<file path="config.mk">
export PLATFORM = sky130hd
export DESIGN_NAME = v_accumulator
export DESIGN_NICKNAME = d
export VERILOG_FILES = /design/src/gfp8_pkg.sv /design/src/v_accumulator.sv
export SDC_FILE = /design/constraint.sdc
export NUM_CORES = 1
export LEC_CHECK = 0
export BUFFER_PORTS_ARGS = -buffer_cell sky130_fd_sc_hd__buf_2
export CAP_MARGIN = 20
export CORE_MARGIN = 1.5
export CORE_UTILIZATION = 60
export DETAILED_ROUTE_END_ITERATION = 6
export PLACE_DENSITY = 0.8
export SLEW_MARGIN = 10
export SYNTH_ARGS = -nofsm -noshare
export SYNTH_HDL_FRONTEND = slang
export SYNTH_SLANG_ARGS = --single-unit
export TNS_END_PERCENT = 20
</file>
<file path="constraint.sdc">
create_clock -name i_clk -period 17.55 [get_ports i_clk]
set_input_delay 1.755 -clock i_clk [delete_from_list [all_inputs] [get_ports i_clk]]
set_output_delay 1.755 -clock i_clk [all_outputs]
set_load 0.1 [all_outputs]
</file>
<file path="src/gfp8_pkg.sv">
package gfp8_pkg;

    // ==============================
    // Native vector geometry
    // ==============================
    localparam int NV_GROUPS    = 4;
    localparam int GROUP_ELEMS  = 4;
    localparam int MAN_W        = 8;
    localparam int GROUP_W      = 32;
    localparam int EXP_W        = 8;
    localparam int ACC_W        = 32;

    // Loop dimensions and tile memory addressing
    localparam int DIM_W        = 8;
    localparam int ADDR_W       = 9;
    localparam int NV_IDX_W     = 7;
    localparam int LINES_PER_NV = 4;

    // Number format and pipeline
    localparam int GFP_EXP_BIAS = 15;
    localparam int ALIGN_LIMIT  = 31;
    localparam int COMPUTE_LAT  = 4;

    typedef enum logic [2:0] {
        IDLE    = 3'd0,
        FILL    = 3'd1,
        COMPUTE = 3'd2,
        ACCUM   = 3'd3,
        RETURN  = 3'd4,
        DONE    = 3'd5
    } bcv_state_t;

    // One group line, either raw or as four signed mantissas (element e in byte e)
    typedef union packed {
        logic [GROUP_W-1:0]                  flat;
        logic [GROUP_ELEMS-1:0][MAN_W-1:0]   man;
    } nv_group_u;

    // Exponent word of one NV, group g in byte g
    typedef union packed {
        logic [GROUP_W-1:0]                  flat;
        logic [NV_GROUPS-1:0][EXP_W-1:0]     exp;
    } nv_exp_u;

    // Aligned add of two mantissa/exponent pairs, returns {exponent, mantissa}
    function automatic logic [EXP_W+ACC_W-1:0] gfp_align_add(
        input logic signed [ACC_W-1:0] man_a,
        input logic signed [EXP_W-1:0] exp_a,
        input logic signed [ACC_W-1:0] man_b,
        input logic signed [EXP_W-1:0] exp_b
    );
        logic signed [EXP_W-1:0] max_exp;
        logic [EXP_W:0]          gap_a;
        logic [EXP_W:0]          gap_b;
        logic signed [ACC_W-1:0] al_a;
        logic signed [ACC_W-1:0] al_b;
        max_exp = (exp_a > exp_b) ? exp_a : exp_b;
        // Gap can reach 255, so one extra bit
        gap_a = {max_exp[EXP_W-1], max_exp} - {exp_a[EXP_W-1], exp_a};
        gap_b = {max_exp[EXP_W-1], max_exp} - {exp_b[EXP_W-1], exp_b};
        // Flush to zero past the shift limit
        if (gap_a > ALIGN_LIMIT) begin
            al_a = '0;
        end else begin
            al_a = man_a >>> gap_a;
        end
        if (gap_b > ALIGN_LIMIT) begin
            al_b = '0;
        end else begin
            al_b = man_b >>> gap_b;
        end
        return {max_exp, al_a + al_b};
    endfunction

endpackage

</file>
<file path="src/v_accumulator.sv">
`timescale 1ns/1ps

module v_accumulator import gfp8_pkg::*; (
    input  logic                     i_clk,
    input  logic                     i_reset_n,
    input  logic                     i_accum_en,
    input  logic                     i_accum_first,
    input  logic                     i_return_en,
    input  logic signed [ACC_W-1:0]  i_dot_mantissa,
    input  logic signed [EXP_W-1:0]  i_dot_exponent,
    output logic signed [ACC_W-1:0]  o_result_mantissa,
    output logic signed [EXP_W-1:0]  o_result_exponent,
    output logic                     o_result_valid
);

    // Running value of the current (b,c) pair
    logic signed [ACC_W-1:0] acc_man;
    logic signed [EXP_W-1:0] acc_exp;

    always_ff @(posedge i_clk) begin
        if (i_accum_en) begin
            if (i_accum_first) begin
                acc_man <= i_dot_mantissa;
                acc_exp <= i_dot_exponent;
            end else begin
                {acc_exp, acc_man} <= gfp_align_add(acc_man, acc_exp,
                                                    i_dot_mantissa, i_dot_exponent);
            end
        end else if (i_return_en) begin
            acc_man <= '0;
            acc_exp <= '0;
        end
        // Result word, taken as the pair closes
        if (i_return_en) begin
            o_result_mantissa <= acc_man;
            o_result_exponent <= acc_exp;
        end
    end

    always_ff @(posedge i_clk or negedge i_reset_n) begin
        if (!i_reset_n) begin
            o_result_valid <= 1'b0;
        end else begin
            o_result_valid <= i_return_en;
        end
    end

    a_en_exclusive: assert property (@(posedge i_clk) disable iff (!i_reset_n)
        !(i_accum_en && i_return_en));

    // A pair always closes right after its last V step
    a_return_after_accum: assert property (@(posedge i_clk) disable iff (!i_reset_n)
        i_return_en |-> $past(i_accum_en));

endmodule

</file>
Word-level counts from Yosys, hierarchy flattened. Cells that the tools add are included.

Muxes and demuxes: 13. Add/sub/neg operators: 3. Shift operators: 2. Reduce and logical (&&, ||, !) cells: 1. Order comparisons: 3.

Operator list (number): 2-to-1 mux 32 bit (9); >>> shifter 32 x 9 -> 32 bit (2); adder 32 bit (1); 2-to-1 mux 8 bit (4); greater-than comparator 9 x 5 -> 1 bit, second input constant (2); subtractor 8 x 8 -> 9 bit (2); greater-than comparator 8 bit (1); nonzero test 2 bit (1).

Flip-flop bits (word level): 81. Output and inout bits: 41.

Logic depth before layout (Yosys ltp).
Depth after elaboration: 10. Depth in mapped cells: 35. Gate-level depth less buffers: 33.

Worst setup path after synthesis. Ideal clock, no wire load.

Path type: input-to-reg. From: input i_dot_exponent[1]. To: register acc_man[28] (data pin). Setup time: 0.260 ns. Path slack: 8.936 ns. Path buffers: 3. Data arrival time: 8.354 ns. Data required time: 17.290 ns. Stages on the path: 33. Cells stage by stage: inv_1 -> ha_1 -> nor2b_1 -> o21a_1 -> o21a_1 -> o21a_1 -> o21a_1 -> o2111ai_1 -> o211ai_1 -> mux2i_1 -> ha_1 -> fa_1 -> buf_2 -> buf_1 -> clkbuf_1 -> nor2_1 -> a211oi_1 -> a21oi_1 -> a2bb2oi_1 -> nand2_1 -> a311oi_2 -> ha_1 -> inv_1 -> fa_1 -> nand2b_1 -> a21oi_1 -> o21bai_1 -> o21ai_1 -> a21oi_1 -> o31ai_1 -> o21ai_0 -> xor2_1 -> a21oi_1.

Longest elaborated chain between the ends: 10. Elaborated cells on any way between the ends: 17. Classes of those cells: 3 x add/sub; 3 x order compare; 2 x shift; 9 x mux.

Ends and longest elaborated chain: from (decl) (line v_accumulator.sv:10) `input logic signed [EXP_W-1:0] i_dot_exponent,`; greater-than comparator 8 bit (line gfp8_pkg.sv:57) `max_exp = (exp_a > exp_b) ? exp_a : exp_b;`; 2-to-1 mux 8 bit (line gfp8_pkg.sv:57); subtractor 8 x 8 -> 9 bit (on tied branches) (line gfp8_pkg.sv:59, gfp8_pkg.sv:60); >>> shifter 32 x 9 -> 32 bit (tied with other cells) (line gfp8_pkg.sv:65) `al_a = man_a >>> gap_a;`; 2-to-1 mux 32 bit (on tied branches) (line gfp8_pkg.sv:62, gfp8_pkg.sv:67); 2-to-1 mux 32 bit (line v_accumulator.sv:22) `if (i_accum_first) begin`; 2-to-1 mux 32 bit (line v_accumulator.sv:21) `if (i_accum_en) begin`; adder 32 bit * (line gfp8_pkg.sv:72) `return {max_exp, al_a + al_b};`; 2-to-1 mux 32 bit * (line v_accumulator.sv:22); 2-to-1 mux 32 bit * (line v_accumulator.sv:21); to (signal assigned) (line v_accumulator.sv:23) `acc_man <= i_dot_mantissa;`; to (signal assigned) (line v_accumulator.sv:26) `{acc_exp, acc_man} <= gfp_align_add(acc_man, acc_exp,`; to (decl) (line v_accumulator.sv:17) `logic signed [ACC_W-1:0] acc_man;`.

Every way passes the cells marked *; elsewhere a longest branch is shown, timed or not. The select of a mux whose other input is x is not followed. A chain may end at the register's enable or synchronous reset.

Final worst setup path. Same ends and word-level chain as after synthesis.

==> flow_metrics.tcl <==
set metrics [dict create \
    holdPathStages 0 \
    multi_input_area_um2 6653 \
    core_area_um2 15370 \
    endpoint_kind "flip-flop" \
    cpPeakStageDelay_ns 0.80 \
    timing.rr.end "acc_man[28]" \
    vias 9239 \
    areaGrowthSynthToFinish_pct 8.062 \
    syn_inst 1129 \
    dr.pass1.iters 5 \
    hold_path.class "reg -> reg" \
    r2r_setup_slack_ns 8.76 \
    worst-path-max-fanout 26 \
    nets 1263 \
    die_y_um 129.2 \
    final-setup-viol-count 0 \
    crit_arrival_ns 9.96 \
    synthesis.area_um2 9560 \
    clock_path_buffers 2 \
    hold_path_startpoint "acc_man[17]" \
    synth-seq-cells 81 \
    drv_cap 0 \
    start_util 0.6220 \
    synthTopCellsByArea "edfxtp_1 25%, mux2i_1 9.9%, ha_1 7.5%, a21oi_1 6.5%, nand2_1 4.8%" \
    dp_hpwl_mm 21.27 \
    status "complete, no violations" \
    powerDensity_nw_per_um2 134.3 \
    grt_pass1_wl_mm 44.13 \
    vias_per_cell 6.724 \
    worstHoldEndpoint "o_result_mantissa[17]" \
    layout-drive-gt1-share 0.1462 \
    num_antenna_cells 0 \
    yosysTopAreaCell "edfxtp_1" \
    gp_congestion 0.9998 \
    die_area_um2 16700 \
    drtAntennaViolNets 0 \
    port_buffers 85 \
    slowest_stage "and3_1" \
    async_flop_share 0.01235 \
    ir_drop_uv 83.54 \
    htree_levels 3 \
    worstMarginPinSlew_ns 1.063 \
    slew_headroom 0.2914 \
    finalCriticalPeriod_ns 9.866 \
    seq_area_um2 2427 \
    num-fill-cells 1324 \
    rows 45 \
    fin_util 0.6721 \
    synth_edf_count 80 \
    routed_wl_mm 28.14 \
    die_x_um 129.2 \
    grt_overflow 0 \
    synthFlopType "edfxtp_1" \
    hold_slack_ns 0.4982 \
    grtUsageTotal 0.3379 \
    skew_ns 0.01759 \
    ios 86 \
    p_leak_nw 4.395 \
    drc_errors 0 \
    insertion_delay_ns 0.36 \
    r2r.worst_path.cells 30 \
    post-route-period-util 0.5622 \
    ctsResizeCount 0 \
    cts_setup_buffers 0 \
    wire_per_inst_um 20.48 \
    avgSynthCellArea_um2 8.468 \
    crit_type "in -> reg" \
    fmax_ghz 0.1014 \
    cts_tree "yes" \
    cts_sinks 81 \
    hold_viol_final 0 \
    worstSetupStartpointType "input port" \
    fin_tns_setup_ns 0 \
    cts.clk_slew.worst_paths_ns 0.07 \
    hold_buffers 0 \
    finalMaxSlewViolations 0 \
    syn_nets 1234 \
    cts_buffers 9 \
    rsz0062_at_grt "no" \
    grt_pass1_vias 8193 \
    worstReg2RegStart "acc_exp[1]" \
    required_ns 17.64 \
    ys_types 75 \
    cpMostUsedCell "o21a_1" \
    antenna_found_initial 0 \
    drt_iter0_drc 1200 \
    yosysWarnings 0 \
    root_buffer "clkbuf_16" \
    ys_seq_area_frac 0.2539 \
    grt_max_degree 68 \
    yosysTopAreaCellShare 0.2513 \
]
worst max path at each step:
stage	start	to	slack, ns	cells after the start
6_report	i_dot_exponent[1]	acc_man[28]	7.68	32
5_1_grt	i_dot_exponent[1]	acc_man[28]	6.99	32
4_1_cts	i_dot_exponent[1]	acc_man[28]	7.77	32
3_5_place_dp	i_dot_exponent[1]	acc_man[28]	7.46	32
3_3_place_gp	i_dot_exponent[1]	acc_man[31]	7.79	32
2_1_floorplan	i_dot_exponent[1]	acc_man[28]	8.94	33
stage by stage:
step           total power (W)  cell area, µm²  worst slack, ns  instances
2_1_floorplan        0.0009813            9560            8.936       1129
4_1_cts               0.001360           10310            7.772       1372
3_3_place_gp          0.001144           10000            7.786       1356
6_report              0.001387           10330            7.684       1374
3_5_place_dp          0.001156           10000            7.456       1356
5_1_grt               0.001468           10330            6.985       1374
kinds of logic (layout without fill, tap and decap cells):
| group | count (synthesis) | in the layout | share of synthesized area |
|---|---|---|---|
| and+or+nand+nor | 306 | 306 | 0.1462 |
| muxes | 126 | 126 | 0.1572 |
| DFF | 81 | 81 | 0.2539 |
| buffers and inverters | 117 | 151 | 0.05169 |
| xor gates and xnor gates | 33 | 33 | 0.03298 |
| adders and majority gates | 60 | 60 | 0.08088 |
| AOI/OAI and AO/OA | 406 | 406 | 0.2772 |
worst max-delay path, delay by kind of cell:
family,cells,cell delay (ns)
AO/OA/AOI/OAI,17,3.97
AND/OR/NAND/NOR,5,1.75
adder cells (fa/ha/maj),5,1.49
multiplexers,1,0.55
buffers and inverters,3,0.26
XOR/XNOR,1,0.15
synthesized netlist by cell type (15+ instances only):
master / number
nand3_1: 20
ha_1: 57
a21oi_1: 125
a211oi_1: 52
and2_1: 26
clkbuf_1: 55
xnor2_1: 16
a31oi_1: 15
o21a_1: 16
nand2_1: 123
nor2b_1: 16
a21o_1: 19
xor2_1: 15
o21ai_0: 75
edfxtp_1: 80
inv_1: 31
mux4_2: 18
nor3_1: 18
mux2i_1: 95
nor2_1: 72
power by group:
group          internal [W]  switching [W]  total (W)  leakage (nW)
Sequential         0.000240      0.0000180   0.000258         0.855
Combinational      0.000316       0.000609   0.000926          3.39
Clock              0.000116      0.0000880   0.000204         0.147
cell usage in the layout (no fill, tap or decap), types with 16 or more instances in the layout:
master,netlist,final
nand3_1,20,20
nor3_1,18,18
a21o_1,19,19
mux4_2,18,18
nor2_1,72,72
nor2b_1,16,16
a211oi_1,52,52
and2_1,26,26
inv_1,31,31
o21ai_0,75,75
a21oi_1,125,124
o21a_1,16,16
buf_2,11,86
edfxtp_1,80,80
mux2i_1,95,95
nand2_1,123,123
ha_1,57,57
flip-flops by register name (all words and copies together) (netlist names):
| register | count |
|---|---|
| o_result_valid | 1 |
| acc_exp | 8 |
| o_result_mantissa | 32 |
| o_result_exponent | 8 |
| acc_man | 32 |
layout make-up:
cell class	instances	share of cell area
multi-input cells	931	0.6439
flip-flops and latches	81	0.2350
repair buffers	101	0.05292
well taps	211	0.02555
clock buffers	10	0.02313
inverters	34	0.01235
clock inverters	6	0.007145
layer usage:
metal,vias up,GRT usage,share of wire
met2,499,0.5191,0.45
met3,49,0.04707,0.090
met5,-,0,0
met4,0,0.08790,0.019
li1,4332,-,-
met1,4359,0.5003,0.44
(Power assumes the default switching activity.)
