**config.mk**
```make
export PLATFORM = sky130hd
export DESIGN_NAME = nv_dot_pipe_flat
export DESIGN_NICKNAME = d
export VERILOG_FILES = /design/src/gfp8_pkg.sv /design/src/nv_pair_if.sv /design/src/nv_dot_pipe.sv /design/src/flat_wrapper.sv
export SDC_FILE = /design/constraint.sdc
export NUM_CORES = 2
export LEC_CHECK = 0
export ABC_AREA = 1
export BUFFER_PORTS_ARGS = -buffer_cell sky130_fd_sc_hd__buf_4
export CAP_MARGIN = 20
export CORE_ASPECT_RATIO = 0.7
export CORE_MARGIN = 2
export CORE_UTILIZATION = 40
export CTS_BUF_LIST = sky130_fd_sc_hd__clkbuf_8
export CTS_CLUSTER_SIZE = 14
export DETAILED_ROUTE_END_ITERATION = 10
export SLEW_MARGIN = 30
export SYNTH_ARGS = -nofsm -noshare
export SYNTH_HDL_FRONTEND = slang
export SYNTH_SLANG_ARGS = --single-unit
export TNS_END_PERCENT = 5
```
**constraint.sdc**
```tcl
create_clock -name i_clk -period 6.5 [get_ports i_clk]
set_clock_uncertainty 0.1 [all_clocks]
set_input_delay 0.65 -clock i_clk [delete_from_list [all_inputs] [get_ports i_clk]]
set_output_delay 0.65 -clock i_clk [all_outputs]
set_load 0.02 [all_outputs]
```
**src/gfp8_pkg.sv**
```systemverilog
package gfp8_pkg;

    // ==============================
    // Native vector geometry
    // ==============================
    localparam int NV_GROUPS    = 4;
    localparam int GROUP_ELEMS  = 4;
    localparam int MAN_W        = 8;
    localparam int GROUP_W      = 32;
    localparam int EXP_W        = 8;
    localparam int ACC_W        = 32;

    // Loop dimensions and tile memory addressing
    localparam int DIM_W        = 8;
    localparam int ADDR_W       = 9;
    localparam int NV_IDX_W     = 7;
    localparam int LINES_PER_NV = 4;

    // Number format and pipeline
    localparam int GFP_EXP_BIAS = 15;
    localparam int ALIGN_LIMIT  = 31;
    localparam int COMPUTE_LAT  = 4;

    typedef enum logic [2:0] {
        IDLE    = 3'd0,
        FILL    = 3'd1,
        COMPUTE = 3'd2,
        ACCUM   = 3'd3,
        RETURN  = 3'd4,
        DONE    = 3'd5
    } bcv_state_t;

    // One group line, either raw or as four signed mantissas (element e in byte e)
    typedef union packed {
        logic [GROUP_W-1:0]                  flat;
        logic [GROUP_ELEMS-1:0][MAN_W-1:0]   man;
    } nv_group_u;

    // Exponent word of one NV, group g in byte g
    typedef union packed {
        logic [GROUP_W-1:0]                  flat;
        logic [NV_GROUPS-1:0][EXP_W-1:0]     exp;
    } nv_exp_u;

    // Aligned add of two mantissa/exponent pairs, returns {exponent, mantissa}
    function automatic logic [EXP_W+ACC_W-1:0] gfp_align_add(
        input logic signed [ACC_W-1:0] man_a,
        input logic signed [EXP_W-1:0] exp_a,
        input logic signed [ACC_W-1:0] man_b,
        input logic signed [EXP_W-1:0] exp_b
    );
        logic signed [EXP_W-1:0] max_exp;
        logic [EXP_W:0]          gap_a;
        logic [EXP_W:0]          gap_b;
        logic signed [ACC_W-1:0] al_a;
        logic signed [ACC_W-1:0] al_b;
        max_exp = (exp_a > exp_b) ? exp_a : exp_b;
        // Gap can reach 255, so one extra bit
        gap_a = {max_exp[EXP_W-1], max_exp} - {exp_a[EXP_W-1], exp_a};
        gap_b = {max_exp[EXP_W-1], max_exp} - {exp_b[EXP_W-1], exp_b};
        // Flush to zero past the shift limit
        if (gap_a > ALIGN_LIMIT) begin
            al_a = '0;
        end else begin
            al_a = man_a >>> gap_a;
        end
        if (gap_b > ALIGN_LIMIT) begin
            al_b = '0;
        end else begin
            al_b = man_b >>> gap_b;
        end
        return {max_exp, al_a + al_b};
    endfunction

endpackage

```
**src/nv_pair_if.sv**
```systemverilog
`timescale 1ns/1ps

interface nv_pair_if import gfp8_pkg::*; ();

    // Left and right NV as captured by the fetch stage
    nv_exp_u                     left_exp;
    nv_group_u [NV_GROUPS-1:0]   left_man;
    nv_exp_u                     right_exp;
    nv_group_u [NV_GROUPS-1:0]   right_man;

    // One-cycle strobe, data stable while high
    logic                        valid;

    modport src (
        output left_exp,
        output left_man,
        output right_exp,
        output right_man,
        output valid
    );

    modport dst (
        input  left_exp,
        input  left_man,
        input  right_exp,
        input  right_man,
        input  valid
    );

endinterface

```
**src/nv_dot_pipe.sv**
```systemverilog
`timescale 1ns/1ps

module nv_dot_pipe import gfp8_pkg::*; (
    input  logic                     i_clk,
    input  logic                     i_reset_n,
    nv_pair_if.dst                   pair,
    output logic signed [ACC_W-1:0]  o_dot_mantissa,
    output logic signed [EXP_W-1:0]  o_dot_exponent
);

    // Stage strobes, last bit enables the output stage
    logic [COMPUTE_LAT-2:0]   stage_v;

    logic signed [2*MAN_W-1:0] prod_q     [NV_GROUPS][GROUP_ELEMS];
    logic signed [EXP_W-1:0]   exp1_q     [NV_GROUPS];
    logic signed [ACC_W-1:0]   grp_man_q  [NV_GROUPS];
    logic signed [EXP_W-1:0]   grp_exp_q  [NV_GROUPS];
    logic signed [ACC_W-1:0]   half_man_q [2];
    logic signed [EXP_W-1:0]   half_exp_q [2];

    always_ff @(posedge i_clk or negedge i_reset_n) begin
        if (!i_reset_n) begin
            stage_v <= '0;
        end else begin
            stage_v <= {stage_v[COMPUTE_LAT-3:0], pair.valid};
        end
    end

    // ==============================
    // Datapath
    // ==============================
    always_ff @(posedge i_clk) begin
        // Stage 1 element products and unbiased group exponents
        if (pair.valid) begin
            for (int g = 0; g < NV_GROUPS; g++) begin
                for (int e = 0; e < GROUP_ELEMS; e++) begin
                    prod_q[g][e] <= $signed(pair.left_man[g].man[e]) *
                                    $signed(pair.right_man[g].man[e]);
                end
                exp1_q[g] <= pair.left_exp.exp[g] + pair.right_exp.exp[g] -
                             EXP_W'(2 * GFP_EXP_BIAS);
            end
        end
        // Stage 2 group sums, exponents carried along
        if (stage_v[0]) begin
            for (int g = 0; g < NV_GROUPS; g++) begin
                grp_man_q[g] <= prod_q[g][0] + prod_q[g][1] + prod_q[g][2] + prod_q[g][3];
                grp_exp_q[g] <= exp1_q[g];
            end
        end
        // Stage 3 fold groups 0/1 and 2/3
        if (stage_v[1]) begin
            {half_exp_q[0], half_man_q[0]} <= gfp_align_add(grp_man_q[0], grp_exp_q[0],
                                                            grp_man_q[1], grp_exp_q[1]);
            {half_exp_q[1], half_man_q[1]} <= gfp_align_add(grp_man_q[2], grp_exp_q[2],
                                                            grp_man_q[3], grp_exp_q[3]);
        end
        // Stage 4 final fold, held until the next pair
        if (stage_v[2]) begin
            {o_dot_exponent, o_dot_mantissa} <= gfp_align_add(half_man_q[0], half_exp_q[0],
                                                              half_man_q[1], half_exp_q[1]);
        end
    end

endmodule

```
**src/flat_wrapper.sv**
```systemverilog
// flat-port wrapper written by rule: the top's interface ports become plain ports
module nv_dot_pipe_flat import gfp8_pkg::*;
  (i_clk, i_reset_n, o_dot_mantissa, o_dot_exponent, pair_left_exp, pair_left_man, pair_right_exp, pair_right_man, pair_valid);
  nv_pair_if pair_i ();
  input  logic i_clk;
  input  logic i_reset_n;
  output logic signed [ACC_W-1:0] o_dot_mantissa;
  output logic signed [EXP_W-1:0] o_dot_exponent;
  input wire logic [$bits(pair_i.left_exp)-1:0] pair_left_exp;
  input wire logic [$bits(pair_i.left_man)-1:0] pair_left_man;
  input wire logic [$bits(pair_i.right_exp)-1:0] pair_right_exp;
  input wire logic [$bits(pair_i.right_man)-1:0] pair_right_man;
  input wire logic [$bits(pair_i.valid)-1:0] pair_valid;
  assign pair_i.left_exp = pair_left_exp;
  assign pair_i.left_man = pair_left_man;
  assign pair_i.right_exp = pair_right_exp;
  assign pair_i.right_man = pair_right_man;
  assign pair_i.valid = pair_valid;
  nv_dot_pipe u_core (.i_clk(i_clk), .i_reset_n(i_reset_n), .pair(pair_i), .o_dot_mantissa(o_dot_mantissa), .o_dot_exponent(o_dot_exponent));
endmodule
```
# Yosys cells after proc, flatten, opt, wreduce, memory -nomap -nowiden
# Memory sizes are Yosys's and may differ from the RTL's.
# Cells that the tools add are included.
[totals]
reg_bits = 123
ramBits = 448
input_bits = 323
out_inout_bits = 40
word_cells = 90
n_memories = 4
[classes]
n_addsub = 29
n_mul = 16
n_lt_le_gt_ge = 9
shift = 6
mux = 19
[memory_table]
columns = ["memory", "depth", "word_bits", "read_ports", "rd_ports_with_merged_regs", "wr", "line", "text"]
rows = [
  ["u_core.prod_q", 4, 64, 4, 0, 4, "nv_dot_pipe.sv:14", "logic signed [2*MAN_W-1:0] prod_q [NV_GROUPS][GROUP_ELEMS];"],
  ["u_core.grp_man_q", 4, 32, 4, 0, 4, "nv_dot_pipe.sv:16", "logic signed [ACC_W-1:0] grp_man_q [NV_GROUPS];"],
  ["u_core.exp1_q", 4, 8, 4, 0, 4, "nv_dot_pipe.sv:15", "logic signed [EXP_W-1:0] exp1_q [NV_GROUPS];"],
  ["u_core.grp_exp_q", 4, 8, 4, 0, 4, "nv_dot_pipe.sv:17", "logic signed [EXP_W-1:0] grp_exp_q [NV_GROUPS];"],
]
[op_table]
columns = ["op", "n"]
rows = [
  ["2-to-1 mux 32 bit", 12],
  ["multiplier 8 x 8 -> 16 bit", 16],
  [">>> shifter 32 x 9 -> 32 bit", 6],
  ["adder 32 x 16 -> 32 bit", 4],
  ["adder 32 bit", 3],
  ["adder 17 x 16 -> 18 bit", 4],
  ["adder 16 x 16 -> 17 bit", 4],
  ["> comparator 9 x 5 -> 1 bit (second input constant)", 6],
  ["subtractor 8 x 8 -> 9 bit", 6],
  ["adder 8 bit", 4],
  ["subtractor 8 x 5 -> 8 bit (second input constant)", 4],
  ["> comparator 8 bit", 3],
  ["2-to-1 mux 8 bit", 3],
  ["2-to-1 mux 1 bit", 4],
]

# Logic depth before layout (Yosys ltp)
# An unclocked memory read counts as a cell.
[depth]
ltp_word = 8
depth_mapped = 45
mapped_depth_nobuf = 44

# Worst setup path before layout
# Ideal clock, no wire load.
[synth_timing]
path_kind = "register to register"
from = "register u_core.half_exp_q[1] (netlist name)"
to = "register u_core.o_dot_mantissa[22], data pin"
setup_ps = 259
arrival_ps = 5885
required_time_ps = 6141
setup_slack_ps = 256
path_stages_with_launch = 41
path_buffers = 1
period_less_slack_ps = 6244
path_cell_list = "edfxtp_1 inv_1 ha_1 inv_1 o21bai_1 a221oi_1 o21ai_0 a211oi_1 nor2_1 nor2_1 o21ai_0 ha_1 fa_1 inv_1 nand2_1 nand2_1 nand3_2 nand2_1 [... 5 more ...] nand3_1 nand3_1 nand3_1 nand3_1 nand2_1 o21ai_1 ha_1 inv_1 fa_1 o21ai_1 a21oi_1 o21ai_1 a21oi_1 o21ai_1 nand2_1 nand2_1 a21oi_1 xnor2_1"
[synth_via]
elab_chain_len = 7
word_cells_on_any_way = 13
classes_between = "add/sub (3); order compare (3); shift (2); mux (5)"
[synth_rtl]
columns = ["item", "line", "text"]
rows = [
  ["from (decl)", "nv_dot_pipe.sv:19", "logic signed [EXP_W-1:0] half_exp_q [2];"],
  ["> comparator 8 bit", "gfp8_pkg.sv:57", "max_exp = (exp_a > exp_b) ? exp_a : exp_b;"],
  ["2-to-1 mux 8 bit", "gfp8_pkg.sv:57", ""],
  ["subtractor 8 x 8 -> 9 bit (on tied branches)", "gfp8_pkg.sv:59, gfp8_pkg.sv:60", ""],
  [">>> shifter 32 x 9 -> 32 bit (tied with other cells)", "gfp8_pkg.sv:65", "al_a = man_a >>> gap_a;"],
  ["2-to-1 mux 32 bit (on tied branches)", "gfp8_pkg.sv:62, gfp8_pkg.sv:67", ""],
  ["2-to-1 mux 32 bit", "nv_dot_pipe.sv:59", "if (stage_v[2]) begin"],
  ["adder 32 bit *", "gfp8_pkg.sv:72", "return {max_exp, al_a + al_b};"],
  ["to (signal assigned)", "nv_dot_pipe.sv:60", "{o_dot_exponent, o_dot_mantissa} <= gfp_align_add(half_man_q[0], half_exp_q[0],"],
  ["to (decl)", "nv_dot_pipe.sv:7", "output logic signed [ACC_W-1:0] o_dot_mantissa,"],
]
# Mark *: on every way between the ends. The rest lies on a longest branch, timed or not. The select of a mux whose other input is x is not followed.
# A chain may end at the register's enable or synchronous reset.

# Worst setup path in the final report
# Ends and elaborated chain as after synthesis.

==> qor.csv <==
stage;metric;value;unit
status;outcome;complete, no violations;
worst_setup_path;cp.required;6.94;ns
worst_setup_path;reg2reg_slack;0.03;ns
worst_hold_path;min_from;pair_right_exp[0];
drt;post_drt_wl_per_cell;16.88;um
sta;max_slew_margin;37.03;%
placement;post-dp-hpwl;196700;um
worst_setup_path;path_max_fanout;14;
cells_and_area;fin_util;46.70;%
worst_hold_path;hold_depth;2;
die;die_h;390.4;um
clock_network;clock_sinks;571;
drt;drt-total-wl;238200;um
yosys;yosysUniqueCellTypes;57;
grt;grt_pass1_vias;70730;
worst_setup_path;startpoint;u_core.half_exp_q[1];
worst_setup_path;crit_slowest_cell;edfxtp_1;
yosys;syn_area;85310;sq um
grt;grt_pass1_wl;380200;um
die;dieArea;217000;sq um
worst_setup_path;max_stage_delay;0.53;ns
grt;antenna_found_initial;11;
clock_network;cts_made_buffers;101;
drt;ant_nets;0;
drt;vias;71957;
drt;drc;0;
yosys;syn_inst;10619;
die;ios;363;
yosys;synth.yosys.seq_area_share;20.08;%
sta;tns;0;ns
cells_and_area;fillers;20431;
sta;fin_crit;6.475;ns
sta;hold_violations;0;
grt;grt_max_degree;140;
sta;rsz0062_at_grt;true;
clock_network;insertion_delay;0.85;ns
clock_network;cts_root_buf;clkbuf_8;
worst_hold_path;min_to;u_core.exp1_q[0][0];
worst_setup_path;cp-end-kind;flip-flop;
drt;drt_iter0_markers;6665;
yosys;synth_edf_count;568;
yosys;async_reset_ff_share;0.5254;%
sta;setup_violations;0;
clock_network;cts_max_level;3;
worst_setup_path;reg2reg_depth;46;
die;die_w;556.0;um
cells_and_area;area_growth;15.80;%
sta;hold_slack;0.08624;ns
clock_network;clockBufferDepth;3;
worst_setup_path;critical_path_class;reg2reg;
worst_setup_path;cp_data_arrival_time;6.91;ns
cells_and_area;multi_input_area;59180;sq um
sta;finalMaxSlewViolations;0;
worst_setup_path;r2r-end;u_core.o_dot_mantissa[22];
yosys;ys_ff_latch;571;
worst_hold_path;hold_path.class;in2reg;
grt;gr-total-overflow;0;
clock_network;clkSlewWorstSetupHoldPaths;0.06;ns
yosys;synth_top_flop_cell;edfxtp_1;
cells_and_area;fin_nets;13340;
sta;period_share;99.62;%
worst_setup_path;r2r_start;u_core.half_exp_q[1];
grt;grt_usage;21.72;%
placement;io_buffers;362;
drt;drtPass1Iterations;8;
cells_and_area;layout-drive-gt1-share;13.82;%
sta;worstMarginPinSlew;0.9445;ns
yosys;syn_nets;12730;
flow_run;maxCapViolations;0;
sta;fmax;154.4;MHz
die;coreArea;211500;sq um
die;num_rows;141;
placement;place_congestion;0.9664;
yosys;syn_area_per_cell;8.034;sq um
drt;viasPerCell;5.100;
yosys;yosys_warnings;0;
cells_and_area;seqCellArea;17140;sq um
clock_network;cts_tree;built;
worst_setup_path;crit_path_frequent_cell;nand2_2;
die;start_util;40.33;%
worst_setup_path;worstSetupStartpointType;flip-flop;
==> metrics by stage <==
stage | cell area, sq um | instances | worst slack (ns)
finish | 98790 | 14110 | 0.02501
global route | 98790 | 14110 | -0.2954
CTS | 97080 | 14060 | -0.02203
detailed placement | 93780 | 13811 | -0.6395
global placement | 93780 | 13811 | -0.5130
floorplan | 85310 | 10619 | 0.2557
==> placed cells by master (no fill, tap or decap), types with 39 or more instances in the layout <==
cell	n
nor2_1	237
clkbuf_8	102
nand2_1	1819
xor2_1	325
o21ai_1	66
ha_1	791
buf_4	890
nand3_2	102
nand3b_1	84
fa_1	958
nand4_1	70
o211ai_1	39
xnor2_1	195
o21ai_0	203
nand3_1	1396
inv_1	2302
edfxtp_1	568
or2_2	118
a21oi_1	445
==> how the worst max path moves through the flow <==
stage / endpoint / slack [ns] / depth (start not counted)
after floorplan: u_core.o_dot_mantissa[22] / 0.26 / 40
after global placement: u_core.o_dot_mantissa[18] / -0.51 / 40
after detailed placement: u_core.o_dot_mantissa[22] / -0.64 / 40
after CTS: u_core.half_man_q[22] / -0.02 / 42
after global routing: u_core.o_dot_mantissa[28] / -0.30 / 42
final: u_core.o_dot_mantissa[22] / 0.03 / 46
==> flip-flops by register name, indices dropped and copies added (netlist names) <==
name / flops
u_core.stage_v: 3
u_core.grp_man_q: 128
u_core.half_exp_q: 16
u_core.o_dot_mantissa: 32
u_core.o_dot_exponent: 8
u_core.exp1_q: 32
u_core.grp_exp_q: 32
u_core.prod_q: 256
u_core.half_man_q: 64
==> cell type report <==
class	count	area share, %
flip-flops and latches	571	17.35
clock inverters	85	0.7333
inverters	2308	8.777
clock buffers	102	1.421
multi-input cells	7265	59.91
repair buffers	982	8.260
diodes	9	0.02280
well taps	2788	3.531
==> cell families (layout without fill, tap and decap cells) <==
kind of cell	count (synthesis)	after routing	synth area share, %
other	0	9	0
AND/OR/NAND/NOR	3950	3953	20.80
buffers and inverters	2786	3477	12.53
flip-flops	571	571	20.08
adder cells (fa/ha/maj)	1788	1788	34.72
XOR/XNOR	532	532	5.462
AO/OA/AOI/OAI	992	992	6.405
==> routing by layer <==
layer | up-vias | track usage, % | routed length (um)
met5 | - | 0 | 20
met1 | 34605 | 34.01 | 119100
met2 | 2261 | 31.58 | 99040
met3 | 250 | 3.113 | 16440
li1 | 34839 | - | -
met4 | 2 | 3.917 | 3657
==> cells in the mapped netlist, drive strengths merged, types with 20 or more instances <==
| cell | instances | area, sq um |
|---|---|---|
| nor2 | 255 | 1001 |
| xnor2 | 203 | 1778 |
| xor2 | 329 | 2882 |
| nand3b | 84 | 630.6 |
| inv | 2302 | 8641 |
| a21oi | 483 | 2425 |
| a211oi | 20 | 150.1 |
| o211ai | 39 | 292.8 |
| o21bai | 38 | 285.3 |
| nand2 | 1862 | 7066 |
| or2 | 126 | 788.3 |
| buf | 117 | 671.9 |
| o21ai | 312 | 1565 |
| nand4 | 70 | 437.9 |
| a21boi | 24 | 180.2 |
| edfxtp | 568 | 17060 |
| nor3 | 38 | 190.2 |
| nand3 | 1503 | 7560 |
| fa | 965 | 19320 |
| ha | 823 | 10300 |
| clkbuf | 361 | 1355 |
| a31oi | 28 | 175.2 |
==> timing repair <==
item                       4_1_cts  5_1_grt
hold endpoints to repair        16        0
buffers inserted                29       32
gates resized for setup        145      264
pin swaps                       49       97
hold buffers                    24        0
setup endpoints to repair       54       76
cloned                           9        9
==> worst max-delay path: cells and delay by family (launching register included) <==
| family | cells | cell delay (ns) |
|---|---|---|
| buf+inv | 11 | 1.16 |
| flops | 1 | 0.53 |
| xor+xnor | 1 | 0.15 |
| compound gates | 12 | 1.36 |
| simple gates | 18 | 1.68 |
| fa+ha+maj | 4 | 1.19 |
Power is left out: the tool's default activity adds up to more than one toggle a clock period on the data nets, which glitch-free logic cannot reach.
