File: config.mk
export PLATFORM = sky130hd
export DESIGN_NAME = bcv_loop_ctrl
export DESIGN_NICKNAME = d
export VERILOG_FILES = /design/src/gfp8_pkg.sv /design/src/bcv_loop_ctrl.sv
export SDC_FILE = /design/constraint.sdc
export NUM_CORES = 1
export LEC_CHECK = 0
export BUFFER_PORTS_ARGS = -buffer_cell sky130_fd_sc_hd__buf_2
export CAP_MARGIN = 15
export CORE_ASPECT_RATIO = 2
export CORE_MARGIN = 1.5
export CORE_UTILIZATION = 40
export DETAILED_ROUTE_END_ITERATION = 16
export HOLD_SLACK_MARGIN = 0.15
export PLACE_DENSITY = 0.67
export SETUP_SLACK_MARGIN = 0.2
export SYNTH_ARGS = -nofsm -noshare
export SYNTH_HDL_FRONTEND = slang
export SYNTH_SLANG_ARGS = --single-unit
File: constraint.sdc
create_clock -name i_clk -period 3.39 [get_ports i_clk]
set_input_delay 0.339 -clock i_clk [delete_from_list [all_inputs] [get_ports i_clk]]
set_output_delay 0.339 -clock i_clk [all_outputs]
set_load 0.01 [all_outputs]
File: src/gfp8_pkg.sv
package gfp8_pkg;

    // ==============================
    // Native vector geometry
    // ==============================
    localparam int NV_GROUPS    = 4;
    localparam int GROUP_ELEMS  = 4;
    localparam int MAN_W        = 8;
    localparam int GROUP_W      = 32;
    localparam int EXP_W        = 8;
    localparam int ACC_W        = 32;

    // Loop dimensions and tile memory addressing
    localparam int DIM_W        = 8;
    localparam int ADDR_W       = 9;
    localparam int NV_IDX_W     = 7;
    localparam int LINES_PER_NV = 4;

    // Number format and pipeline
    localparam int GFP_EXP_BIAS = 15;
    localparam int ALIGN_LIMIT  = 31;
    localparam int COMPUTE_LAT  = 4;

    typedef enum logic [2:0] {
        IDLE    = 3'd0,
        FILL    = 3'd1,
        COMPUTE = 3'd2,
        ACCUM   = 3'd3,
        RETURN  = 3'd4,
        DONE    = 3'd5
    } bcv_state_t;

    // One group line, either raw or as four signed mantissas (element e in byte e)
    typedef union packed {
        logic [GROUP_W-1:0]                  flat;
        logic [GROUP_ELEMS-1:0][MAN_W-1:0]   man;
    } nv_group_u;

    // Exponent word of one NV, group g in byte g
    typedef union packed {
        logic [GROUP_W-1:0]                  flat;
        logic [NV_GROUPS-1:0][EXP_W-1:0]     exp;
    } nv_exp_u;

    // Aligned add of two mantissa/exponent pairs, returns {exponent, mantissa}
    function automatic logic [EXP_W+ACC_W-1:0] gfp_align_add(
        input logic signed [ACC_W-1:0] man_a,
        input logic signed [EXP_W-1:0] exp_a,
        input logic signed [ACC_W-1:0] man_b,
        input logic signed [EXP_W-1:0] exp_b
    );
        logic signed [EXP_W-1:0] max_exp;
        logic [EXP_W:0]          gap_a;
        logic [EXP_W:0]          gap_b;
        logic signed [ACC_W-1:0] al_a;
        logic signed [ACC_W-1:0] al_b;
        max_exp = (exp_a > exp_b) ? exp_a : exp_b;
        // Gap can reach 255, so one extra bit
        gap_a = {max_exp[EXP_W-1], max_exp} - {exp_a[EXP_W-1], exp_a};
        gap_b = {max_exp[EXP_W-1], max_exp} - {exp_b[EXP_W-1], exp_b};
        // Flush to zero past the shift limit
        if (gap_a > ALIGN_LIMIT) begin
            al_a = '0;
        end else begin
            al_a = man_a >>> gap_a;
        end
        if (gap_b > ALIGN_LIMIT) begin
            al_b = '0;
        end else begin
            al_b = man_b >>> gap_b;
        end
        return {max_exp, al_a + al_b};
    endfunction

endpackage

File: src/bcv_loop_ctrl.sv
`timescale 1ns/1ps

module bcv_loop_ctrl import gfp8_pkg::*; (
    input  logic               i_clk,
    input  logic               i_reset_n,
    input  logic               i_tile_en,
    input  logic [DIM_W-1:0]   i_dim_b,
    input  logic [DIM_W-1:0]   i_dim_c,
    input  logic [DIM_W-1:0]   i_dim_v,
    input  logic [ADDR_W-1:0]  i_left_base_addr,
    input  logic [ADDR_W-1:0]  i_right_base_addr,
    output logic               o_fill_active,
    output logic [DIM_W-1:0]   o_b_idx,
    output logic [DIM_W-1:0]   o_c_idx,
    output logic [DIM_W-1:0]   o_v_idx,
    output logic [DIM_W-1:0]   o_dim_v,
    output logic [ADDR_W-1:0]  o_left_base,
    output logic [ADDR_W-1:0]  o_right_base,
    output logic               o_accum_en,
    output logic               o_accum_first,
    output logic               o_return_en,
    output logic               o_tile_done
);

    bcv_state_t                       state_q;
    bcv_state_t                       state_next;
    logic [$clog2(COMPUTE_LAT)-1:0]   phase_cnt;
    logic                             tile_en_q;
    logic                             tile_rise;
    logic [DIM_W-1:0]                 dim_b_q;
    logic [DIM_W-1:0]                 dim_c_q;
    logic                             last_v;
    logic                             last_pair;

    assign tile_rise = i_tile_en & ~tile_en_q;
    assign last_v    = (o_v_idx == o_dim_v - 1'b1);
    assign last_pair = (o_c_idx == dim_c_q - 1'b1) && (o_b_idx == dim_b_q - 1'b1);

    // ==============================
    // Next state
    // ==============================
    always_comb begin
        state_next = state_q;
        case (state_q)
            IDLE:    if (tile_rise) state_next = FILL;
            // Capture cycle plus strobe cycle
            FILL:    if (phase_cnt == 1) state_next = COMPUTE;
            COMPUTE: if (phase_cnt == COMPUTE_LAT - 1) state_next = ACCUM;
            ACCUM:   state_next = last_v ? RETURN : FILL;
            RETURN:  state_next = last_pair ? DONE : FILL;
            DONE:    state_next = IDLE;
            default: state_next = IDLE;
        endcase
    end

    always_ff @(posedge i_clk or negedge i_reset_n) begin
        if (!i_reset_n) begin
            state_q     <= IDLE;
            phase_cnt   <= '0;
            tile_en_q   <= 1'b0;
            o_tile_done <= 1'b0;
        end else begin
            state_q     <= state_next;
            tile_en_q   <= i_tile_en;
            // Done follows the result strobe by one cycle
            o_tile_done <= (state_q == DONE);
            // Phase counter restarts on every state change
            if (state_next != state_q) begin
                phase_cnt <= '0;
            end else begin
                phase_cnt <= phase_cnt + 1'b1;
            end
        end
    end

    // ==============================
    // Dimensions and loop indices
    // ==============================
    always_ff @(posedge i_clk or negedge i_reset_n) begin
        if (!i_reset_n) begin
            dim_b_q      <= '0;
            dim_c_q      <= '0;
            o_dim_v      <= '0;
            o_left_base  <= '0;
            o_right_base <= '0;
            o_b_idx      <= '0;
            o_c_idx      <= '0;
            o_v_idx      <= '0;
        end else begin
            case (state_q)
                IDLE: begin
                    // Edges outside IDLE never reach here
                    if (tile_rise) begin
                        dim_b_q      <= i_dim_b;
                        dim_c_q      <= i_dim_c;
                        o_dim_v      <= i_dim_v;
                        o_left_base  <= i_left_base_addr;
                        o_right_base <= i_right_base_addr;
                        o_b_idx      <= '0;
                        o_c_idx      <= '0;
                        o_v_idx      <= '0;
                    end
                end
                ACCUM: begin
                    o_v_idx <= last_v ? '0 : o_v_idx + 1'b1;
                end
                RETURN: begin
                    // c is the inner of the two output loops
                    if (!last_pair) begin
                        if (o_c_idx == dim_c_q - 1'b1) begin
                            o_c_idx <= '0;
                            o_b_idx <= o_b_idx + 1'b1;
                        end else begin
                            o_c_idx <= o_c_idx + 1'b1;
                        end
                    end
                end
                default: ;
            endcase
        end
    end

    // Strobes to fetch and accumulator
    assign o_fill_active = (state_q == FILL);
    assign o_accum_en    = (state_q == ACCUM);
    assign o_accum_first = (state_q == ACCUM) && (o_v_idx == '0);
    assign o_return_en   = (state_q == RETURN);

    // Zero dimensions are not supported
    a_dims_nonzero: assert property (@(posedge i_clk) disable iff (!i_reset_n)
        (state_q == IDLE && tile_rise) |-> (i_dim_b != 0 && i_dim_c != 0 && i_dim_v != 0));

    a_state_legal: assert property (@(posedge i_clk) disable iff (!i_reset_n)
        state_q inside {IDLE, FILL, COMPUTE, ACCUM, RETURN, DONE});

endmodule

---- Word level (Yosys, flattened, before mapping) ----
Index checks and enable logic that the tools add are counted.
operators by class
  equal/unequal tests ..................... 14
  reductions and logical operators ........ 10
  add/sub/neg operators ................... 7
  bitwise logic cells ..................... 2
  multiplexer cells ....................... 16
operator list
  operator                                          count
  two-way mux 8 bit                                 6
  one-hot mux 8 bit (2 select lines)                3
  adder 8 x 1 -> 8 bit, second input constant       3
  == test 8 bit                                     3
  subtractor 8 x 1 -> 8 bit, second input constant  3
  two-way mux 3 bit                                 5
  one-hot mux 3 bit (5 select lines)                1
  zero test 8 bit                                   1
  == test 3 x 2 -> 1 bit, second input constant     2
  == test 3 bit, second input constant              2
  != test 2 bit, second input constant              2
  AND reduction 2 bit                               2
  AND reduction 4 bit                               1
  nonzero test 2 bit                                2
  == test 3 x 1 -> 1 bit, second input constant     1
  zero test 3 bit                                   1
  != test 3 bit                                     1
  AND reduction 3 bit                               1
  adder 2 x 1 -> 2 bit, second input constant       1
  == test 2 x 1 -> 1 bit, second input constant     1
  == test 2 bit, second input constant              1
  logical AND 1 bit                                 2
  two-way mux 2 bit                                 1
  != test 2 x 1 -> 1 bit, second input constant     1
  other kinds (2)                                   2
word-level totals
  input port bits ......................... 45
  bits in registers ....................... 73
  word-level logic and storage cells ...... 61

---- Logic depth before layout (Yosys ltp) ----
Gate-level depths: netlist of the first run.
  depth after elaboration ................. 7
  gate-level depth with buffers ........... 10
  mapped depth without buffers ............ 9

---- Worst setup path after synthesis of the first run ----
OpenSTA, ideal clock, no wires.
  kind .................................... reg2reg
  from .................................... reg dim_c_q[0]
  to ...................................... reg o_b_idx[5]
  arrival ................................. 2.699 ns
  library setup time ...................... 0.078 ns
  cell stages (with the launch flop) ...... 10
  buffers on the path ..................... 0
  required time ........................... 3.312 ns
  slack ................................... 0.613 ns
  cells stage by stage .................... dfrtp_1 > inv_1 > ha_1 > or3b_2 > nor4_1 > o2111ai_1 > a211o_1 > a211o_1 > or4_1 > a21oi_1
between the ends
  cells in the longest elaborated chain, start to end .. 5
RTL lines
  what                                    RTL line                                   RTL
  start, declared                         bcv_loop_ctrl.sv:31                        logic [DIM_W-1:0] dim_c_q;
  start signal, assigned                  bcv_loop_ctrl.sv:95                        dim_c_q <= i_dim_c;
  subtractor 8 x 1 -> 8 bit *             bcv_loop_ctrl.sv:37, bcv_loop_ctrl.sv:110
  == test 8 bit *                         bcv_loop_ctrl.sv:37, bcv_loop_ctrl.sv:110
  logical AND 1 bit                       bcv_loop_ctrl.sv:37                        assign last_pair = (o_c_idx == dim_c_q - 1'b1) && (o_b_idx == dim_b_q - 1'b1);
  != test 2 bit (no source line)          --
  AND reduction 4 bit (no source line) *  --
  end signal, assigned                    bcv_loop_ctrl.sv:112                       o_b_idx <= o_b_idx + 1'b1;
  end, declared                           bcv_loop_ctrl.sv:13                        output logic [DIM_W-1:0] o_b_idx,
Every way passes the cells marked *; elsewhere a longest branch is shown, timed or not.
A chain may end at the register's enable or synchronous reset.

---- Final worst setup path of the first run ----
  from .................................... reg dim_c_q[0]
  to ...................................... reg o_b_idx[7]
Same word-level chain as after synthesis.

==> impl_results.md, run 1 <==
- Outcome: finished clean
- Worst slew margin: 36.62%
- Period Utilization, post-route: 89.25%
- Placed instance area: ~4500 um2
- Via count: between 3,000 and 4,000
- Filler cells: between 800 and 900
- H-tree levels: 3
- Data arrival time of the worst path: approximately 3.3 ns
- Die area: roughly 10,000 um2
- Layout Nets: roughly 600
- Sequential share of the synthesized area: approximately 47%
- Ys flop type: dfrtp_1
- Period minus WS final: roughly 3 ns
- Post-DRT Antenna Nets: 0
- Area of the multi-input gates: approximately 1900 um2
- Post-DR wirelength/cell: between 15 and 20 um
- Area grow syn2layout: 25.27%
- Final slew viol count: 0
- Sequential cell area: between 1500 and 2000 um2
- Final Cell Area: 4863 um2
- Crit path launch type: flip-flop
- Final-report setup violation count: 0
- CP Class: reg -> reg
- Clock tree from TritonCTS: yes
- Worst-margin pin slew: 0.9507 ns
- Crit-path max cell delay: between 0.5 and 0.6 ns
- Drc violations: 0
- Worst-path clk slew: 0.06 ns
- Insertion delay to the later sink of the worst-skew pair: 0.33 ns
- Peak Freq: roughly 330 MHz
- CP max-delay cell: or4_1
- Post-synth EDFFs: 0
- Clock Sinks: 73
- # rows: 50
- Clock buffer count from CTS: 9
- Slack of the critical path: 0.3645 ns
- CP top delay family: simple AND/OR/NAND/NOR gates
- Syn_area_per_cell: around 8.7 um2
- Distinct cells, synth: 50
- RSZ-0062 raised after global routing: yes
- Most frequent cells in the layout: nand2_1, buf_2, dfrtp_1
- Die width: about 73 um
- Worst setup EP type: flip-flop
- Clock Tree Buf Depth: 2
- Pwr dens: 418.8 nW/um2
- Core ar.: between 9000 and 10,000 um2
- Grt ovf: 0
- Pin count of the biggest net entering global routing: 74
- Placed Cells: between 600 and 700
- Hold Slack: between 0.1 and 0.15 ns
- Port bufs: 99
- Most common cell after layout, fill and taps aside: nand2_1
- Initial DRC count: about 220
- Global-route wire length before repair: ~17,000 um
- Starting Density: 41.37%
- Fin cells: around 650
- CP max FO: 9
- CP bufs+invs: 1
- Post-Synthesis Net Count: between 400 and 500
- Seq cells post-synth: 73
- Gr usage total: a little over a fifth
- Post-route clock skew: 0.006149 ns
- Gpl congestion: between 0.8 and 0.9
- Vias per cell: roughly 5.4
- Max Cap Violations: 0
- Async SR Flop Fraction: 100.0%
- Fin. Hold Viols: 0
- Pleak: 2.567 nW
- Pre-antenna DRT Iters: 4
- Synth Instances: 445
- Setup TNS: 0 ns
- Worst Hold Class: in -> async
- DPL Wire Length: ~7100 um
- Worst vdd ir: 329.0 uV
- Root buffer cell: clkbuf_16
- Vias in the first global route: ~3,600
- Crit-path cells: inv_1 -> ha_1 -> or3b_2 -> nor4_2 -> o2111ai_1 -> a211o_1 -> a211o_4 -> or4_1 -> a21oi_1
- Worst EP required: around 3.7 ns
- N_diodes: 0
- Synth Cell Area: between 3000 and 4000 um2
- Drt total wl: approximately 10000 um
- Io pins: 100
- Layout cell share with drive strength beyond 1: roughly 24%
- Die Y: roughly 140 um
- Antenna violations before repair: 0
- Ys Warns: 0
- DP Worst Slack: roughly 0.19 ns
==> power breakdown <==
part,internal [mW],switching [mW],leakage (nW)
combinational,0.0191,0.0240,1.45
sequential,0.872,0.000125,0.947
clock,0.741,0.380,0.169
total,1.63,0.404,2.57
==> flip-flops by register name, indices dropped and copies added, names as in the netlist <==
name and cells:
tile_en_q 1, o_b_idx 8, o_left_base 9, dim_c_q 8, o_tile_done 1, dim_b_q 8, o_right_base 9, state_q 3
phase_cnt 2, o_v_idx 8, o_dim_v 8, o_c_idx 8
==> layout make-up <==
cell class,count,share of cell area (%)
clock buffer,10,4.914
clock inverter,6,2.367
inverter,20,1.544
multi-input combinational,335,39.72
sequential,73,37.56
tap,104,2.676
timing repair buffer,105,11.22
==> through the flow <==
step / total power [mW] / utilization [%]
6_report: 2.037 / 51.83
5_1_grt: 2.097 / 51.83
4_1_cts: 2.061 / 51.59
3_5_place_dp: 0.9318 / 47.61
3_3_place_gp: 0.9310 / 47.61
2_1_floorplan: 0.8891 / -
==> what timing repair did <==
| action | 4_1_cts | 5_1_grt |
|---|---|---|
| pin swaps | 0 | 2 |
| endpoints found under the setup margin | 2 | 5 |
| resized for setup | 2 | 2 |
| setup buffers | 0 | 2 |
| endpoints found under the hold margin | 1 | 0 |
| hold buffers | 1 | 0 |
==> final timing paths <==
| check | from | slack [ns] | to | depth (start not counted) |
|---|---|---|---|---|
| worst max-delay path | dim_c_q[0] | 0.36 | o_b_idx[7] | 9 |
| worst min-delay path | i_reset_n | 0.13 | o_dim_v[4] | 1 |
| worst max register to register | dim_c_q[0] | 0.36 | o_b_idx[7] | 9 |
| worst min register to register | o_right_base[8] | 0.47 | o_right_base[8] | 2 |
| max in group asynchronous | i_reset_n | 2.62 | dim_b_q[3] | 1 |
| min in group i_clk | i_right_base_addr[8] | 0.19 | o_right_base[8] | 3 |
==> metal layers <==
metal,vias to the layer above,global-route usage [%],routed length (um)
met5,-,0,0
met4,0,10.13,348
met3,24,4.178,342
met2,105,37.76,5404
met1,1687,22.19,3898
li1,1711,-,-
==> synthesized netlist by cell type, types with 2 or more instances <==
master | instances | area share [%]
buf_2 | 2 | 0.26
o2111ai_1 | 3 | 0.68
nand2_1 | 124 | 12
nor2_1 | 26 | 2.5
a2111oi_0 | 2 | 0.45
nor3b_1 | 3 | 0.58
nand4_1 | 4 | 0.64
nor2b_1 | 2 | 0.32
xor2_1 | 11 | 2.5
or4_1 | 5 | 0.97
clkbuf_1 | 12 | 1.2
a211o_1 | 2 | 0.45
mux2i_1 | 2 | 0.52
inv_1 | 20 | 1.9
nand3b_1 | 2 | 0.39
xnor2_1 | 19 | 4.3
o31ai_1 | 8 | 1.5
o21ai_0 | 24 | 3.1
buf_1 | 3 | 0.29
and3b_1 | 2 | 0.45
and3_1 | 8 | 1.3
a21o_1 | 2 | 0.39
nand2b_1 | 7 | 1.1
or3b_2 | 3 | 0.68
nor4_1 | 5 | 0.81
and2_1 | 3 | 0.48
a211oi_1 | 6 | 1.2
nand3_1 | 10 | 1.3
a21oi_1 | 14 | 1.8
dfrtp_1 | 73 | 47
nor3_1 | 6 | 0.77
ha_1 | 9 | 2.9
or3_1 | 6 | 0.97
==> cells by family after synthesis <==
| group | count (synthesis) | synth area share (%) |
|---|---|---|
| multiplexers | 2 | 0.5157 |
| flip-flops | 73 | 47.05 |
| XOR/XNOR | 30 | 6.768 |
| AO/OA/AOI/OAI | 72 | 11.99 |
| adder cells (fa/ha/maj) | 9 | 2.900 |
| buffers and inverters | 37 | 3.641 |
| AND/OR/NAND/NOR | 222 | 27.14 |
(Power assumes the default switching activity.)
==> run 2, diff against run 1 <==
--- a/config.mk
+++ b/config.mk
@@ -13,6 +13,7 @@
 export DETAILED_ROUTE_END_ITERATION = 16
 export HOLD_SLACK_MARGIN = 0.15
 export PLACE_DENSITY = 0.67
+export REMOVE_ABC_BUFFERS = 1
 export SETUP_SLACK_MARGIN = 0.2
 export SYNTH_ARGS = -nofsm -noshare
 export SYNTH_HDL_FRONTEND = slang
==> run 2 against run 1 <==
Against the previous run:
- core utilization decreased by 0.76 points
- setup slack gained 0.0059 ns
- first-iteration DRC count is 16% lower
- maximum frequency grew 0.19%
- sequential cell count unchanged
- sequential power is essentially flat
- combinational power about the same
- largest power group unchanged
- highest routed layer unchanged
==> impl_results.md, run 2 (synthesized netlist as in run 1, its figures left out) <==
- DPL Wire Length: between 7000 and 8000 um
- Setup TNS: 0 ns
- Worst-margin pin slew: 0.9397 ns
- Most common cell after layout, fill and taps aside: nand2_1
- Layout Nets: just under 600
- Area grow syn2layout: 23.43%
- Crit path from: dim_c_q[0]
- Drt total wl: a little over 10,000 um
- Fin. Hold Viols: 0
- CP Capture Point: o_b_idx[5]
- Worst-path clk slew: ~0.060 ns
- CP Class: reg -> reg
- Initial DRC count: approximately 190
- Die width: 72.67 um
- Psw: between 0.4 and 0.5 mW
- Io pins: 100
- Starting Density: 41.37%
- Worst Hold Class: in -> async
- Reg2reg path depth: 9
- Placed Cells: roughly 630
- Die area: 10,340 um2
- Comb power frac: 2.3%
- Core Util, Final: between 50% and 60%
- Fin cells: about 650
- Final-report setup violation count: 0
- Worst r2r src: dim_c_q[0]
- Crit path launch type: flip-flop
- CP max FO: 17
- Insertion delay to the later sink of the worst-skew pair: between 0.3 and 0.4 ns
- Worst slew margin: about 37%
- Period minus WS final: 3.020 ns
- Post-DRT Antenna Nets: 0
- Worst setup EP type: flip-flop
- Worst vdd ir: approximately 300 uV
- Via count: around 3,600
- Outcome: finished clean
- Pwr dens: ~390 nW/um2
- H-tree levels: 3
- Max Cap Violations: 0
- Global-route wire length before repair: ~16,000 um
- Gr usage total: 20.05%
- Core ar.: ~9400 um2
- N_diodes: 0
- Grt ovf: 0
- Post-CTS Setup Repair Bufs: 0
- RSZ-0062 raised after global routing: yes
- Clock Sinks: 73
- Clock buffer count from CTS: 9
- # rows: 50
- Most frequent cells in the layout: nand2_1, buf_2, dfrtp_1
- Port bufs: 99
- Vias per cell: 5.472
- Pin count of the biggest net entering global routing: between 70 and 80
- Die Y: between 100 and 150 um
- Peak Freq: roughly 330 MHz
- Pre-antenna DRT Iters: 4
- R2R Setup Slk: between 0.3 and 0.4 ns
- Data arrival time of the worst path: ~3.3 ns
- Vias in the first global route: 3,481
- Period Utilization, post-route: about nine tenths
- Antenna violations before repair: 0
- Gpl congestion: 0.7931
- Pleak: approximately 2.5 nW
- Clock tree from TritonCTS: yes
- Worst R2R End: o_b_idx[5]
- Post-DR wirelength/cell: about 15 um
- Clock Tree Buf Depth: 2
- Layout cell share with drive strength beyond 1: approximately a quarter
- Worst EP required: ~3.7 ns
- Drc violations: 0
- Post-route clock skew: about 0.0084 ns
- Switching share of power: a little over a fifth
- Largest regs: o_left_base: 9 flops, o_right_base: 9 flops
- Filler cells: ~900
- Root buffer cell: clkbuf_16
- Final slew viol count: 0
- Sequential power share: approximately 47%
- Pint: roughly 1.5 mW
- Clock power frac: roughly 51%
-- run 2: cell count changes in the layout (fill, tap and decap cells not counted), sizes merged --
cell,before,now
clkinv,2,4
buf,104,102
bufinv,3,1
-- run 2: how the worst min path moves through the flow --
stage / from / endpoint / slack (ns) / cells after the start
CTS: i_right_base_addr[0] / o_right_base[0] / 0.18 / 3
floorplan: i_reset_n / dim_b_q[0] / 0.04 / 0
finish: i_reset_n / o_v_idx[5] / 0.13 / 1
global placement: phase_cnt[0] / phase_cnt[0] / 0.45 / 1
detailed placement: o_left_base[1] / o_left_base[1] / 0.46 / 2
global route: i_dim_v[6] / o_dim_v[6] / 0.19 / 3
-- run 2: cell type report --
class | instances | area, um2 | share of cell area (%)
clock buffers | 10 | 229.0 | 4.778
clock inverters | 6 | 68.82 | 1.436
inverters | 20 | 75.07 | 1.567
multi-input cells | 335 | 1932 | 40.31
flip-flops and latches | 73 | 1827 | 38.12
well taps | 104 | 130.1 | 2.715
repair buffers | 103 | 530.5 | 11.07
-- run 2: worst max-delay path, stage by stage (launching register included) --
cell	delay, ns
dfrtp_1	0.42
inv_1	0.09
ha_1	0.19
or3b_2	0.50
nor4_2	0.16
o2111ai_1	0.15
a211o_1	0.31
a211o_4	0.42
or4_1	0.52
a21oi_1	0.17
-- run 2: power groups by stage --
stage,clock (mW),sequential (mW),combinational (mW)
detailed placement,0,0.888,0.0442
floorplan,0,0.888,0.000873
global placement,0,0.888,0.0435
global route,1.00,0.872,0.0495
CTS,0.970,0.872,0.0452
finish,0.952,0.872,0.0431
-- run 2: through the flow --
step | cell area (um2) | total power, mW | setup slack [ns] | hold slack [ns]
6_report | 4792 | 1.867 | 0.3704 | 0.1251
4_1_cts | 4777 | 1.887 | 0.2301 | 0.1789
3_3_place_gp | 4468 | 0.9315 | 0.3393 | 0.4453
5_1_grt | 4792 | 1.923 | 0.1659 | 0.1875
3_5_place_dp | 4468 | 0.9322 | 0.2088 | 0.4565
2_1_floorplan | 3816 | 0.8891 | 0.2466 | 0.04341
-- run 2: what timing repair did --
action                                  4_1_cts  5_1_grt
endpoints found under the hold margin         1        0
endpoints found under the setup margin        1        8
gates resized for setup                       1        3
hold buffers                                  1        0
pin swaps                                     0        2
-- run 2: metal layers --
metal,global-route usage [%],wire (um),up-vias
li1,-,-,1706
met1,20.14,3703,1728
met2,37.61,5684,108
met3,4.178,368,20
met4,9.732,296,0
met5,0,0,-
==> run 3, diff against run 2 <==
--- a/config.mk
+++ b/config.mk
@@ -15,6 +15,7 @@
 export PLACE_DENSITY = 0.67
 export REMOVE_ABC_BUFFERS = 1
 export SETUP_SLACK_MARGIN = 0.2
+export SKIP_CTS_REPAIR_TIMING = 1
 export SYNTH_ARGS = -nofsm -noshare
 export SYNTH_HDL_FRONTEND = slang
 export SYNTH_SLANG_ARGS = --single-unit
==> constraint.sdc (replaced) <==
create_clock -name i_clk -period 3.1 [get_ports i_clk]
set_input_delay 0.31 -clock i_clk [delete_from_list [all_inputs] [get_ports i_clk]]
set_output_delay 0.31 -clock i_clk [all_outputs]
set_load 0.01 [all_outputs]
==> run 3 against run 2 <==
Against the previous run:
- core utilization up 1.1 points
- highest routed layer unchanged
- worst hold slack worse by 0.034 ns
- register-to-register slack worse by 0.09 ns
- largest cell class unchanged
- sequential power up 9.4%
- power up 8.6%
- final cell count up 0.92%
- die area unchanged
- maximum frequency up 7.3%
- clock power up 8%
- clock-buffer cell count unchanged
==> impl_results.md, run 3 (synthesized netlist as in run 1, its figures left out) <==
- Io pins: 100
- Pleak: ~2.6 nW
- Grt ovf: 0
- Final-report setup violation count: 0
- Starting Density: about two fifths
- Placed Cells: between 600 and 700
- Clock Tree Buf Depth: 2
- Gpl congestion: 0.8320
- Worst slew margin: between 30 and 40%
- Peak Freq: approximately 360 MHz
- Outcome: finished clean
- Most common cell after layout, fill and taps aside: nand2_1
- Placed instance area: about 4500 um2
- Vias in the first global route: around 3,500
- Vias per cell: ~5.4
- Core ar.: around 9400 um2
- # rows: 50
- Pin count of the biggest net entering global routing: 74
- Die Y: 142.3 um
- Crit path launch type: flip-flop
- Post-DRT Antenna Nets: 0
- Layout cell share with drive strength beyond 1: between 20% and 30%
- Period Utilization, post-route: around nine tenths
- Antenna violations before repair: 0
- H-tree levels: 3
- Area grow syn2layout: 25.97%
- Pre-antenna DRT Iters: 5
- Worst Hold Class: in -> async
- Insertion delay to the later sink of the worst-skew pair: 0.33 ns
- Worst-margin pin slew: around 0.92 ns
- Drc violations: 0
- Fin cells: between 600 and 700
- Worst setup EP type: flip-flop
- CP max FO: 8
- Final Cell Area: 4891 um2
- Initial DRC count: 137
- Largest regs: o_left_base: 9 flops, o_right_base: 9 flops
- Via count: approximately 3,500
- N_diodes: 0
- DPL Wire Length: between 7000 and 8000 um
- Post-route clock skew: between 0.006 and 0.007 ns
- Gr usage total: just over 20%
- Global-route wire length before repair: between 15,000 and 20,000 um
- Port bufs: just under 100
- Die area: between 10,000 and 15,000 um2
- Clock buffer count from CTS: 9
- Data arrival time of the worst path: about 3 ns
- Max Cap Violations: 0
- Total power: 2.028 mW
- CP Class: reg -> reg
- Worst-path clk slew: 0.06 ns
- Root buffer cell: clkbuf_16
- RSZ-0062 raised after global routing: yes
- Clock Sinks: 73
- Pwr dens: approximately 410 nW/um2
- Layout Nets: roughly 600
- Fin. Hold Viols: 0
- Die width: between 70 and 80 um
- Drt total wl: 9953 um
- Period minus WS final: about 2.8 ns
- Worst EP required: between 3 and 4 ns
- Worst vdd ir: slightly below 300 uV
- Clock tree from TritonCTS: yes
- Post-DR wirelength/cell: roughly 15 um
- Final slew viol count: 0
- Most frequent cells in the layout: nand2_1, buf_2, dfrtp_1
-- run 3: cell types whose count changed in the layout (fill, tap and decap cells not counted), sizes merged --
cell,change
clkinv,-1
buf,+7
-- run 3: layout make-up --
| type | instances | area (um2) |
|---|---|---|
| flip-flops and latches | 73 | 1828 |
| inverters | 20 | 75.07 |
| clock inverters | 5 | 56.30 |
| clock buffers | 10 | 239.0 |
| multi-input cells | 335 | 1979 |
| well taps | 104 | 130.1 |
| repair buffers | 110 | 583.1 |
| fillers | 869 | 4493 |
-- run 3: metal layers --
metal  vias up  share of wire (%)  global-route usage, %
met1      1698                 35                  20.02
li1       1725                  -                      -
met2        92                 59                  38.97
met5         -                  0                      0
met3        25                2.9                  2.904
met4         0                2.6                  10.03
-- run 3: worst paths after layout --
check | from | slack, ns | end | depth (start not counted)
setup / recovery | dim_c_q[0] | 0.29 | o_b_idx[3] | 10
hold / removal | i_reset_n | 0.09 | o_tile_done | 1
setup reg to reg | dim_c_q[0] | 0.29 | o_b_idx[3] | 10
hold reg to reg | phase_cnt[0] | 0.46 | phase_cnt[0] | 1
max in group asynchronous | i_reset_n | 2.34 | o_dim_v[0] | 1
min in group i_clk | i_left_base_addr[7] | 0.16 | o_left_base[7] | 3
-- run 3: worst max-delay path, cell delays in order (launching register included) --
cell,delay [ns]
dfrtp_1,0.42
inv_2,0.08
ha_2,0.19
or3b_4,0.41
nor4_4,0.17
o2111ai_2,0.14
a211o_1,0.29
a211o_4,0.37
buf_4,0.17
or3_1,0.36
a21oi_2,0.15
-- run 3: through the flow --
stage	setup TNS, ns	hold slack (ns)	utilization [%]	setup WS, ns
global placement	0	0.4446	48.17	0.2043
detailed placement	0	0.4501	48.17	0.1205
finish	0	0.09073	52.12	0.2850
CTS	0	0.1032	51.32	0.09443
global route	0	0.1694	52.12	0.1824
floorplan	-0.08683	0.01441	-	-0.04343
-- run 3: where the power goes --
part           internal (mW)  switching (mW)
sequential             0.954        0.000203
combinational         0.0209          0.0255
clock                  0.638           0.389
